## src/decodePkg.sv

```systemverilog
// Shared types and constants for the decode stage, imported by every RTL block and the testbench
package decodePkg;

    typedef logic [15:0] word_t;
    typedef logic [2:0]  regIdx_t;

    // Opcodes live in instr[15:11]
    typedef enum logic [4:0] {
        opHalt  = 5'b00000,
        opNop   = 5'b00001,
        opJ     = 5'b00100,
        opJr    = 5'b00101,
        opJal   = 5'b00110,
        opJalr  = 5'b00111,
        opAddi  = 5'b01000,
        opSubi  = 5'b01001,
        opBeqz  = 5'b01100,
        opBnez  = 5'b01101,
        opBltz  = 5'b01110,
        opBgez  = 5'b01111,
        opSt    = 5'b10000,
        opLd    = 5'b10001,
        opSlbi  = 5'b10010,
        opStu   = 5'b10011,
        opLbi   = 5'b11000,
        opRtype = 5'b11011
    } opcode_e;

    typedef enum logic [2:0] {
        aluAdd       = 3'd0,
        aluSub       = 3'd1,
        aluAnd       = 3'd2,
        aluXor       = 3'd3,
        aluPassB     = 3'd4,
        aluShiftLoad = 3'd5
    } aluOp_e;

    // branchCond is {valid, cond[1:0]}
    localparam int BranchValid = 2;
    localparam logic [1:0] CondEqz = 2'b00;
    localparam logic [1:0] CondNez = 2'b01;
    localparam logic [1:0] CondLtz = 2'b10;
    localparam logic [1:0] CondGez = 2'b11;

    // Bit positions inside jumpCtl
    localparam int JumpIsJump  = 2;
    localparam int JumpRegBase = 1;
    localparam int JumpLink    = 0;

    // Return address register for JAL and JALR
    localparam regIdx_t LinkReg = 3'd7;

    typedef struct packed {
        logic       regWrite;
        logic       aluSrc;
        logic       memRead;
        logic       memWrite;
        logic       memToReg;
        logic       halt;
        logic       illegal;
        aluOp_e     aluOp;
        logic [2:0] branchCond;
        logic [2:0] jumpCtl;
    } ctrl_t;

    // Result a later stage will write, already qualified by its NOP status
    typedef struct packed {
        logic    valid;
        regIdx_t rd;
        word_t   data;
    } fwdSrc_t;

    typedef struct packed {
        logic    en;
        regIdx_t rd;
        word_t   data;
    } wrBack_t;

endpackage

```

## src/regFileBypass.sv

```systemverilog
// Eight-entry register file with two read ports and write-to-read bypass, used by the decode stage
`timescale 1ns/1ps

module regFileBypass import decodePkg::*; (
    input  logic    clk,
    input  logic    rstN,
    input  regIdx_t rsSel,
    input  regIdx_t rtSel,
    input  wrBack_t wrBack,
    output word_t   rsData,
    output word_t   rtData
);

    word_t regs [8];

    logic rsHit;
    logic rtHit;

    // Write port, all entries cleared on reset
    always_ff @(posedge clk or negedge rstN) begin
        if (!rstN) begin
            for (int i = 0; i < 8; i++) begin
                regs[i] <= '0;
            end
        end else if (wrBack.en) begin
            regs[wrBack.rd] <= wrBack.data;
        end
    end

    // A write in flight to the selected register wins over the stored value
    assign rsHit = wrBack.en && (wrBack.rd == rsSel);
    assign rtHit = wrBack.en && (wrBack.rd == rtSel);

    always_comb begin
        if (rsHit) begin
            rsData = wrBack.data;
        end else begin
            rsData = regs[rsSel];
        end
    end

    always_comb begin
        if (rtHit) begin
            rtData = wrBack.data;
        end else begin
            rtData = regs[rtSel];
        end
    end

endmodule

```

## src/controlDecoder.sv

```systemverilog
// Opcode decoder producing datapath controls and the destination register for the decode stage
`timescale 1ns/1ps

module controlDecoder import decodePkg::*; (
    input  word_t   instr,
    output ctrl_t   ctrl,
    output regIdx_t rdOut
);

    opcode_e opcode;
    aluOp_e  rtypeOp;

    assign opcode = opcode_e'(instr[15:11]);

    // Function bits select the R-type operation
    always_comb begin
        case (instr[1:0])
            2'b00:   rtypeOp = aluAdd;
            2'b01:   rtypeOp = aluSub;
            2'b10:   rtypeOp = aluAnd;
            default: rtypeOp = aluXor;
        endcase
    end

    always_comb begin
        ctrl       = '0;
        ctrl.aluOp = aluAdd;
        case (opcode)
            opHalt: begin
                ctrl.halt = 1'b1;
            end
            opNop: begin
                // Nothing to do
            end
            opAddi: begin
                ctrl.regWrite = 1'b1;
                ctrl.aluSrc   = 1'b1;
            end
            opSubi: begin
                ctrl.regWrite = 1'b1;
                ctrl.aluSrc   = 1'b1;
                ctrl.aluOp    = aluSub;
            end
            opSt: begin
                ctrl.aluSrc   = 1'b1;
                ctrl.memWrite = 1'b1;
            end
            opLd: begin
                ctrl.regWrite = 1'b1;
                ctrl.aluSrc   = 1'b1;
                ctrl.memRead  = 1'b1;
                ctrl.memToReg = 1'b1;
            end
            opStu: begin
                // Store, then write the updated address back to Rs
                ctrl.regWrite = 1'b1;
                ctrl.aluSrc   = 1'b1;
                ctrl.memWrite = 1'b1;
            end
            opLbi: begin
                ctrl.regWrite = 1'b1;
                ctrl.aluSrc   = 1'b1;
                ctrl.aluOp    = aluPassB;
            end
            opSlbi: begin
                ctrl.regWrite = 1'b1;
                ctrl.aluSrc   = 1'b1;
                ctrl.aluOp    = aluShiftLoad;
            end
            opRtype: begin
                ctrl.regWrite = 1'b1;
                ctrl.aluOp    = rtypeOp;
            end
            opBeqz: ctrl.branchCond = {1'b1, CondEqz};
            opBnez: ctrl.branchCond = {1'b1, CondNez};
            opBltz: ctrl.branchCond = {1'b1, CondLtz};
            opBgez: ctrl.branchCond = {1'b1, CondGez};
            opJ: begin
                ctrl.jumpCtl[JumpIsJump] = 1'b1;
            end
            opJr: begin
                ctrl.jumpCtl[JumpIsJump]  = 1'b1;
                ctrl.jumpCtl[JumpRegBase] = 1'b1;
            end
            opJal: begin
                ctrl.regWrite           = 1'b1;
                ctrl.jumpCtl[JumpIsJump] = 1'b1;
                ctrl.jumpCtl[JumpLink]   = 1'b1;
            end
            opJalr: begin
                ctrl.regWrite             = 1'b1;
                ctrl.jumpCtl[JumpIsJump]  = 1'b1;
                ctrl.jumpCtl[JumpRegBase] = 1'b1;
                ctrl.jumpCtl[JumpLink]    = 1'b1;
            end
            default: begin
                // Unknown opcode behaves as a NOP
                ctrl.illegal = 1'b1;
            end
        endcase
    end

    // Destination index per format
    always_comb begin
        case (opcode)
            opRtype:                  rdOut = instr[4:2];
            opLbi, opSlbi, opStu:     rdOut = instr[10:8];
            opJal, opJalr:            rdOut = LinkReg;
            default:                  rdOut = instr[7:5];
        endcase
    end

endmodule

```

## src/immExtend.sv

```systemverilog
// Immediate field selection and extension by instruction format for the decode stage
`timescale 1ns/1ps

module immExtend import decodePkg::*; (
    input  word_t instr,
    output word_t immVal
);

    typedef enum logic [2:0] {
        fmtNone,
        fmtImm5,
        fmtImm8S,
        fmtImm8Z,
        fmtImm11
    } immFmt_e;

    immFmt_e fmt;

    always_comb begin
        case (opcode_e'(instr[15:11]))
            opAddi, opSubi, opLd, opSt, opStu:   fmt = fmtImm5;
            opLbi, opBeqz, opBnez, opBltz, opBgez,
            opJr, opJalr:                        fmt = fmtImm8S;
            opSlbi:                              fmt = fmtImm8Z;
            opJ, opJal:                          fmt = fmtImm11;
            default:                             fmt = fmtNone;
        endcase
    end

    always_comb begin
        case (fmt)
            fmtImm5:  immVal = {{11{instr[4]}}, instr[4:0]};
            fmtImm8S: immVal = {{8{instr[7]}}, instr[7:0]};
            fmtImm8Z: immVal = {8'h00, instr[7:0]};
            fmtImm11: immVal = {{5{instr[10]}}, instr[10:0]};
            default:  immVal = '0;
        endcase
    end

endmodule

```

## src/branchResolve.sv

```systemverilog
// Branch and jump resolution in decode with forwarded base operand, target adder and PC select
`timescale 1ns/1ps

module branchResolve import decodePkg::*; (
    input  word_t      pcInc,
    input  regIdx_t    rsSel,
    input  word_t      rsData,
    input  word_t      immVal,
    input  logic [2:0] branchCond,
    input  logic [2:0] jumpCtl,
    input  fwdSrc_t    exFwd,
    input  fwdSrc_t    memFwd,
    output word_t      pcNew,
    output logic       pcSrc
);

    word_t baseOp;
    word_t addA;
    logic  exHit;
    logic  memHit;
    logic  condHolds;
    logic  branchTaken;
    logic  jumpReq;

    assign exHit  = exFwd.valid && (exFwd.rd == rsSel);
    assign memHit = memFwd.valid && (memFwd.rd == rsSel);

    // Execute result is younger, so it takes priority over memory
    always_comb begin
        if (exHit) begin
            baseOp = exFwd.data;
        end else if (memHit) begin
            baseOp = memFwd.data;
        end else begin
            baseOp = rsData;
        end
    end

    always_comb begin
        case (branchCond[1:0])
            CondEqz: condHolds = (baseOp == '0);
            CondNez: condHolds = (baseOp != '0);
            CondLtz: condHolds = baseOp[15];
            CondGez: condHolds = ~baseOp[15];
            default: condHolds = 1'b0;
        endcase
    end

    assign branchTaken = branchCond[BranchValid] & condHolds;

    assign jumpReq = jumpCtl[JumpIsJump];

    // JR and JALR add to the register, everything else to the incremented PC
    assign addA  = jumpCtl[JumpRegBase] ? baseOp : pcInc;
    assign pcNew = addA + immVal;

    // Also serves as the flush request for fetch
    assign pcSrc = jumpReq | branchTaken;

endmodule

```

## src/decodeStage.sv

```systemverilog
// Decode stage top, joining register file, control decoder, immediate unit and branch unit
`timescale 1ns/1ps

module decodeStage import decodePkg::*; (
    input  logic    clk,
    input  logic    rstN,
    input  word_t   instr,
    input  word_t   pcInc,
    input  wrBack_t wrBack,
    input  fwdSrc_t exFwd,
    input  fwdSrc_t memFwd,
    output ctrl_t   ctrl,
    output regIdx_t rdOut,
    output word_t   rsData,
    output word_t   rtData,
    output word_t   immVal,
    output word_t   pcNew,
    output logic    pcSrc
);

    regIdx_t rsSel;
    regIdx_t rtSel;

    // Fixed source register fields
    assign rsSel = instr[10:8];
    assign rtSel = instr[7:5];

    regFileBypass u_regFileBypass (
        .clk    (clk),
        .rstN   (rstN),
        .rsSel  (rsSel),
        .rtSel  (rtSel),
        .wrBack (wrBack),
        .rsData (rsData),
        .rtData (rtData)
    );

    controlDecoder u_controlDecoder (
        .instr (instr),
        .ctrl  (ctrl),
        .rdOut (rdOut)
    );

    immExtend u_immExtend (
        .instr  (instr),
        .immVal (immVal)
    );

    branchResolve u_branchResolve (
        .pcInc      (pcInc),
        .rsSel      (rsSel),
        .rsData     (rsData),
        .immVal     (immVal),
        .branchCond (ctrl.branchCond),
        .jumpCtl    (ctrl.jumpCtl),
        .exFwd      (exFwd),
        .memFwd     (memFwd),
        .pcNew      (pcNew),
        .pcSrc      (pcSrc)
    );

endmodule

```

## config.mk

```make
export PLATFORM = sky130hd
export DESIGN_NAME = decodeStage
export DESIGN_NICKNAME = d
export VERILOG_FILES = /design/src/decodePkg.sv /design/src/regFileBypass.sv /design/src/controlDecoder.sv /design/src/immExtend.sv /design/src/branchResolve.sv /design/src/decodeStage.sv
export SDC_FILE = /design/constraint.sdc
export NUM_CORES = 1
export LEC_CHECK = 0
export ABC_CLOCK_PERIOD_IN_PS = 6100
export BUFFER_PORTS_ARGS = -buffer_cell sky130_fd_sc_hd__buf_4
export CAP_MARGIN = 20
export CORE_MARGIN = 5
export CORE_UTILIZATION = 55
export CTS_BUF_LIST = sky130_fd_sc_hd__clkbuf_8
export DETAILED_ROUTE_END_ITERATION = 8
export PLACE_DENSITY_LB_ADDON = 0.15
export SLEW_MARGIN = 20
export SYNTH_ARGS = -nofsm -noshare
export SYNTH_HDL_FRONTEND = slang
export SYNTH_HIERARCHICAL = 1
export SYNTH_SLANG_ARGS = --single-unit
export TNS_END_PERCENT = 1
```

## constraint.sdc

```tcl
create_clock -name clk -period 6.1 [get_ports clk]
set_input_delay 0.305 -clock clk [delete_from_list [all_inputs] [get_ports clk]]
set_output_delay 0.305 -clock clk [all_outputs]
set_load 0.01 [all_outputs]
```

==> flow_summary.ini, run 1 <==
[run_status]
outcome = completed

[placement]
hpwl_um = 20240
port_buffers = 177
gp_congestion = 0.8893

[routing]
wire_per_inst_um = 24.84
vias = 7393
wl_um = 28320
routed_via_density = 6.485
drt-pass1-iter-count = 7
drc = 0
final_antenna_net_count = 0
first_iter_violations = 628

[power]
p_comb_share_pct = 39.0
leakage_uw = 0.005213
power_uw = 3078
ir_drop_mv = 0.2330
clockPowerShare_pct = 23.2
p_seq_share_pct = 37.8
power_density_mw_per_mm2 = 267.7
power_switching_uw = 973.3
p_int_uw = 2104
sw_frac_of_total_pct = 31.63

[timing]
period_share_pct = 87.55
rsz0062_at_grt = no
fin_skew_ns = 0
finalSetupViolCount = 0
worst_pin_slew_ns = 1.184
drv_slew = 0
relSlewSlack_pct = 20.99
layout_min_cycle_time_ns = 5.341
timing.fmax_mhz = 187.2
setup_tns_ns = 0
final-hold-violation-count = 0

[min_path]
worstHoldPathType = in -> reg

[cts]
postCtsSetupRepairBufs = 0
clockBufferDepth = 2
holdBufCountCts = 1
clk_latency_ns = 0.43
clock-root-buffer = clkbuf_8
cts.sinks = 128
cts_resized = 0
cts_tree = built
clk_pin_slew_worst_paths_ns = 0.07
numCtsBuffers = 17
htreeDepth = 4

[synthesis]
yosys_warnings = 6
synth_top_area_cell = dfrtp_1
synth_top_area_share_pct = 32.68
ys_ff_latch = 128
ys_types = 69
synthArstFlopShare_pct = 100.0
synth_area_leaders = dfrtp_1 33%, mux2_2 21%, mux4_1 16%
avgSynthCellArea_um2 = 12.83
synth_fp_nets = 877
synth_flop_cell = dfrtp_1
synth_edf_count = 0
ys_seq_area_share_pct = 32.68
syn_area_mm2 = 0.009802
postSynthCellCount = 764

[worst_setup_path]
start_kind = input port
required_ns = 5.79
critPathCaptureType = primary output
path_class = in -> out
cp_max_fo = 25
crit_arrival_ns = 5.04

[layout]
largest_register = u_regFileBypass/regs
nNetsFinal = 1016
largest_reg_flops = 128
fill_cells = 1329
final_cell_mix = 193 x buf_4, 182 x mux2_2, 128 x dfrtp_1
final_layout_size_suffix_gt1_share_pct = 49.18
syn2layout_area_growth_pct = 17.30
reg_top3 = u_regFileBypass/regs x128
mostFrequentLayoutCell = buf_4
diodes = 0

[die]
rows = 48
die-area_mm2 = 0.02059
die_w_um = 143.5
core_mm2 = 0.01742
initial_utilization_pct = 56.28
die_y_um = 143.5
ios = 178

[grt]
grt_use_total_pct = 27.29
first_global_vias = 7701
antenna_found_initial = 0
grt-ovfl-total = 0
grt_max_degree = 87
grt_pass1_wl_um = 43080

[run]
maxCapViolations = 0
==> synth_stat cells (4+ instances only) <==
library cell / number
mux2_2: 182
dfrtp_1: 128
mux4_1: 60
nor2_1: 24
xnor2_1: 20
ha_1: 18
buf_2: 17
nor3_1: 17
a21o_1: 16
buf_1: 16
clkbuf_1: 16
and3_1: 15
nand2_1: 15
buf_6: 14
inv_1: 12
o21ai_0: 12
mux2_4: 11
a21oi_1: 10
buf_4: 10
nor3b_2: 9
o22ai_1: 8
xor2_1: 8
a211oi_1: 7
a221oi_2: 7
o211ai_1: 7
a221oi_1: 6
nand2b_1: 6
nand3_1: 6
and2_1: 5
nand3b_1: 5
o21a_1: 5
or3_1: 5
a221o_1: 4
a31o_1: 4
mux2i_1: 4
mux4_2: 4
nand4_1: 4
nor3b_1: 4
==> layout make-up <==
type / instances / area [µm²] / share of cell area, %
multi-input cells: 549 / 6116 / 53.19
repair buffers: 195 / 1470 / 12.79
inverters: 12 / 45.04 / 0.3918
clock buffers: 19 / 261.5 / 2.274
well taps: 225 / 281.5 / 2.449
flip-flops and latches: 128 / 3203 / 27.86
clock inverters: 12 / 120.1 / 1.045
==> metrics by stage <==
step | cell area [µm²] | hold slack, ns | utilization [%] | setup WS [ns] | instances
after CTS | 11490 | 0.1421 | 65.99 | 0.8471 | 1140
after detailed placement | 11100 | 0.3314 | 63.74 | 0.8949 | 1108
after global routing | 11500 | 0.1458 | 66.01 | 0.5581 | 1140
after floorplan | 9802 | 0.009409 | - | 1.705 | 764
after global placement | 11100 | 0.3119 | 63.74 | 1.092 | 1108
final | 11500 | 0.1749 | 66.01 | 0.7592 | 1140
==> power by group through the flow <==
stage / sequential (µW) / combinational (µW) / clock (µW)
5_1_grt: 1190 / 1280 / 773
6_report: 1160 / 1200 / 713
2_1_floorplan: 1130 / 804 / 0
3_5_place_dp: 1170 / 1200 / 0
3_3_place_gp: 1150 / 1160 / 0
4_1_cts: 1160 / 1200 / 729
==> critical path, cell delays in order <==
cell	delay [ns]
buf_4	0.38
xnor2_1	0.19
nand4_1	0.63
mux2_2	0.56
a221oi_2	0.31
nor3_1	0.10
a21o_1	0.21
ha_1	0.21
fa_1	0.41
a21o_1	0.18
a21oi_1	0.33
o21a_1	0.18
nor3_1	0.08
a211oi_1	0.35
nor2_1	0.13
o311ai_1	0.29
buf_4	0.17
==> metal layers <==
metal | vias to the layer above | routed length, µm | track usage, %
li1 | 3279 | - | -
met1 | 3767 | 11700 | 36.27
met2 | 296 | 13950 | 44.65
met3 | 51 | 1961 | 5.790
met4 | 0 | 716 | 9.564
met5 | - | 0 | 0
==> final timing paths <==
| kind | from | end | slack (ns) | cells after the start |
|---|---|---|---|---|
| max | instr[8] | pcNew[14] | 0.76 | 17 |
| min | wrBack[15] | u_regFileBypass/regs[31] | 0.17 | 2 |
| max reg2reg | u_regFileBypass/regs[7] | u_regFileBypass/regs[7] | 5.30 | 1 |
| min reg2reg | u_regFileBypass/regs[109] | u_regFileBypass/regs[109] | 0.51 | 1 |
| max in group asynchronous | rstN | u_regFileBypass/regs[50] | 4.53 | 3 |
| min in group asynchronous | rstN | u_regFileBypass/regs[54] | 0.41 | 2 |
==> cell families (layout without fill, tap and decap cells) <==
| group | count (synthesis) | after routing | share of synthesized area [%] |
|---|---|---|---|
| AOI/OAI and AO/OA | 100 | 100 | 8.017 |
| buffers and inverters | 87 | 238 | 5.182 |
| DFF | 128 | 128 | 32.68 |
| adders and majority gates | 19 | 19 | 2.502 |
| muxes | 261 | 261 | 40.01 |
| xor gates and xnor gates | 29 | 29 | 2.668 |
| and+or+nand+nor | 140 | 140 | 8.948 |
(Power assumes the default switching activity.)
==> run 2, diff against run 1 <==
- RECOVER_POWER: default -> 25
==> run 2 against run 1 <==
  * The flow now finishes with violations (capacitance limit, slew limit)
  * Non-clock buffer count unchanged
  * Maximum frequency down 1.7%
  * Global-route usage unchanged
  * Combinational power about the same
  * First-iteration DRC count up 0.96%
  * Setup slack worse by 0.091 ns
  * Critical path depth unchanged
  * Final area down 0.16%
  * Sequential share of layout area about the same
  * Count of clock-buffer cells in the layout unchanged
  * Largest power group unchanged
==> flow_summary.ini, run 2 (synthesized netlist as in run 1, its figures left out) <==
[run_status]
outcome = finished with violations
violations = capacitance limit, slew limit

[grt]
grt-ovfl-total = 0
grt_use_total_pct = 27.29
busiest_layer = met2
met2_usage_pct = 44.65
use_met1_pct = 36.27
antenna_found_initial = 0
grt_max_degree = 87
met3_usage_pct = 5.790
first_global_vias = 7701
grt_pass1_wl_um = 43080

[cts]
cts_resized = 0
numCtsBuffers = 17
cts.sinks = 128
htreeDepth = 4
postCtsSetupRepairBufs = 0
clk_pin_slew_worst_paths_ns = 0.08
clockBufferDepth = 2
cts_tree = built
clock-root-buffer = clkbuf_8
clk_latency_ns = 0.43

[layout]
mostFrequentLayoutCell = buf_4
reg_top3 = u_regFileBypass/regs x128
final_layout_size_suffix_gt1_share_pct = 48.63
nNetsFinal = 1016
stdcell_area_mm2 = 0.01148
diodes = 0
syn2layout_area_growth_pct = 17.10
largest_register = u_regFileBypass/regs
final_cell_mix = 188 x buf_4, 182 x mux2_2, 128 x dfrtp_1
largest_reg_flops = 128

[timing]
timing.fmax_mhz = 184.1
finalSetupViolCount = 0
relSlewSlack_pct = -56.95
rsz0062_at_grt = no
fin_skew_ns = 0
period_share_pct = 89.05
worst_pin_slew_ns = 2.354
drv_slew = 44
layout_min_cycle_time_ns = 5.432
setup_tns_ns = 0
final-hold-violation-count = 0

[die]
ios = 178
die-area_mm2 = 0.02059
core_mm2 = 0.01742
rows = 48
die_w_um = 143.5
die_y_um = 143.5
initial_utilization_pct = 56.28

[min_path]
worstHoldPathType = in -> reg

[routing]
wire_per_inst_um = 24.84
wl_um = 28320
drc = 0
routed_via_density = 6.504
final_antenna_net_count = 0
vias = 7414
drt-pass1-iter-count = 5
first_iter_violations = 634

[placement]
placed_area_mm2 = 0.01110
hpwl_um = 20240
gp_congestion = 0.8893
port_buffers = 177

[power]
ir_drop_mv = 0.2331
leakage_uw = 0.005197
power_density_mw_per_mm2 = 268.1

[worst_setup_path]
required_ns = 5.79
path_cells = clkbuf_1 > xnor2_1 > nand4_1 > mux2_2 > a221oi_2 > nor3_1 > a21o_1 > ha_1 > fa_1 > a21o_1 > a21oi_1 > o21a_1 > nor3_1 > a211oi_1 > nor2_1 > o311ai_1 > buf_4
critPathMaxStageDelay_ns = 0.63
path_class = in -> out
start_kind = input port
critPathSlowestCell = nand4_1
cp_max_fo = 10
critPathCaptureType = primary output
crit_arrival_ns = 5.13

[run]
maxCapViolations = 1
run 2: cell count changes in the layout (fill, tap and decap cells not counted), sizes merged:
cell,previous run,this run
buf,194,189
clkbuf,19,24
run 2: timing repair:
item                                   CTS  global route
setup endpoints to repair                0             0
hold buffers                             1             0
endpoints found under the hold margin   42             0
run 2: worst paths after layout:
path	start	slack (ns)	end	cells past startpoint
max	wrBack[17]	0.67	pcNew[14]	17
min	wrBack[7]	0.17	u_regFileBypass/regs[87]	2
max reg2reg	u_regFileBypass/regs[7]	5.30	u_regFileBypass/regs[7]	1
min reg2reg	u_regFileBypass/regs[109]	0.51	u_regFileBypass/regs[109]	1
max in group asynchronous	rstN	3.26	u_regFileBypass/regs[48]	3
min in group asynchronous	rstN	1.13	u_regFileBypass/regs[54]	2
run 2: layout make-up:
type | count | area [µm²]
Clock inverter | 12 | 120.1
Clock buffer | 19 | 261.5
Multi-Input combinational cell | 549 | 6116
Timing Repair Buffer | 195 | 1451
Fill cell | 1337 | 5938
Inverter | 12 | 45.04
Sequential cell | 128 | 3203
Tap cell | 225 | 281.5
run 2: per-layer routing:
metal | share of wire (%) | routed length (µm) | up-vias
li1 | - | - | 3273
met1 | 41 | 11730 | 3783
met2 | 49 | 13950 | 306
met3 | 6.8 | 1937 | 52
met4 | 2.5 | 699 | 0
met5 | 0 | 0 | -
run 2: critical path: cells and delay by family:
| kind | cells | cell delay [ns] |
|---|---|---|
| compound gates | 7 | 1.83 |
| xor+xnor | 1 | 0.19 |
| fa+ha+maj | 2 | 0.62 |
| buf+inv | 2 | 0.67 |
| mux | 1 | 0.56 |
| simple gates | 4 | 0.94 |
run 2: per-stage QoR:
stage,hold slack (ns),power [µW],std cells,worst slack (ns),utilization (%)
3_3_place_gp,0.3119,2312,1108,1.092,63.74
2_1_floorplan,0.009409,1929,764,1.705,-
4_1_cts,0.1421,3090,1140,0.8471,65.99
5_1_grt,0.1458,3238,1140,0.4523,65.91
6_report,0.1743,3078,1140,0.6679,65.91
3_5_place_dp,0.3314,2370,1108,0.8949,63.74
run 2: power by group:
group / switching [µW] / internal (µW)
Sequential: 128 / 1040
Combinational: 511 / 689
Clock: 336 / 378
Total: 974 / 2100
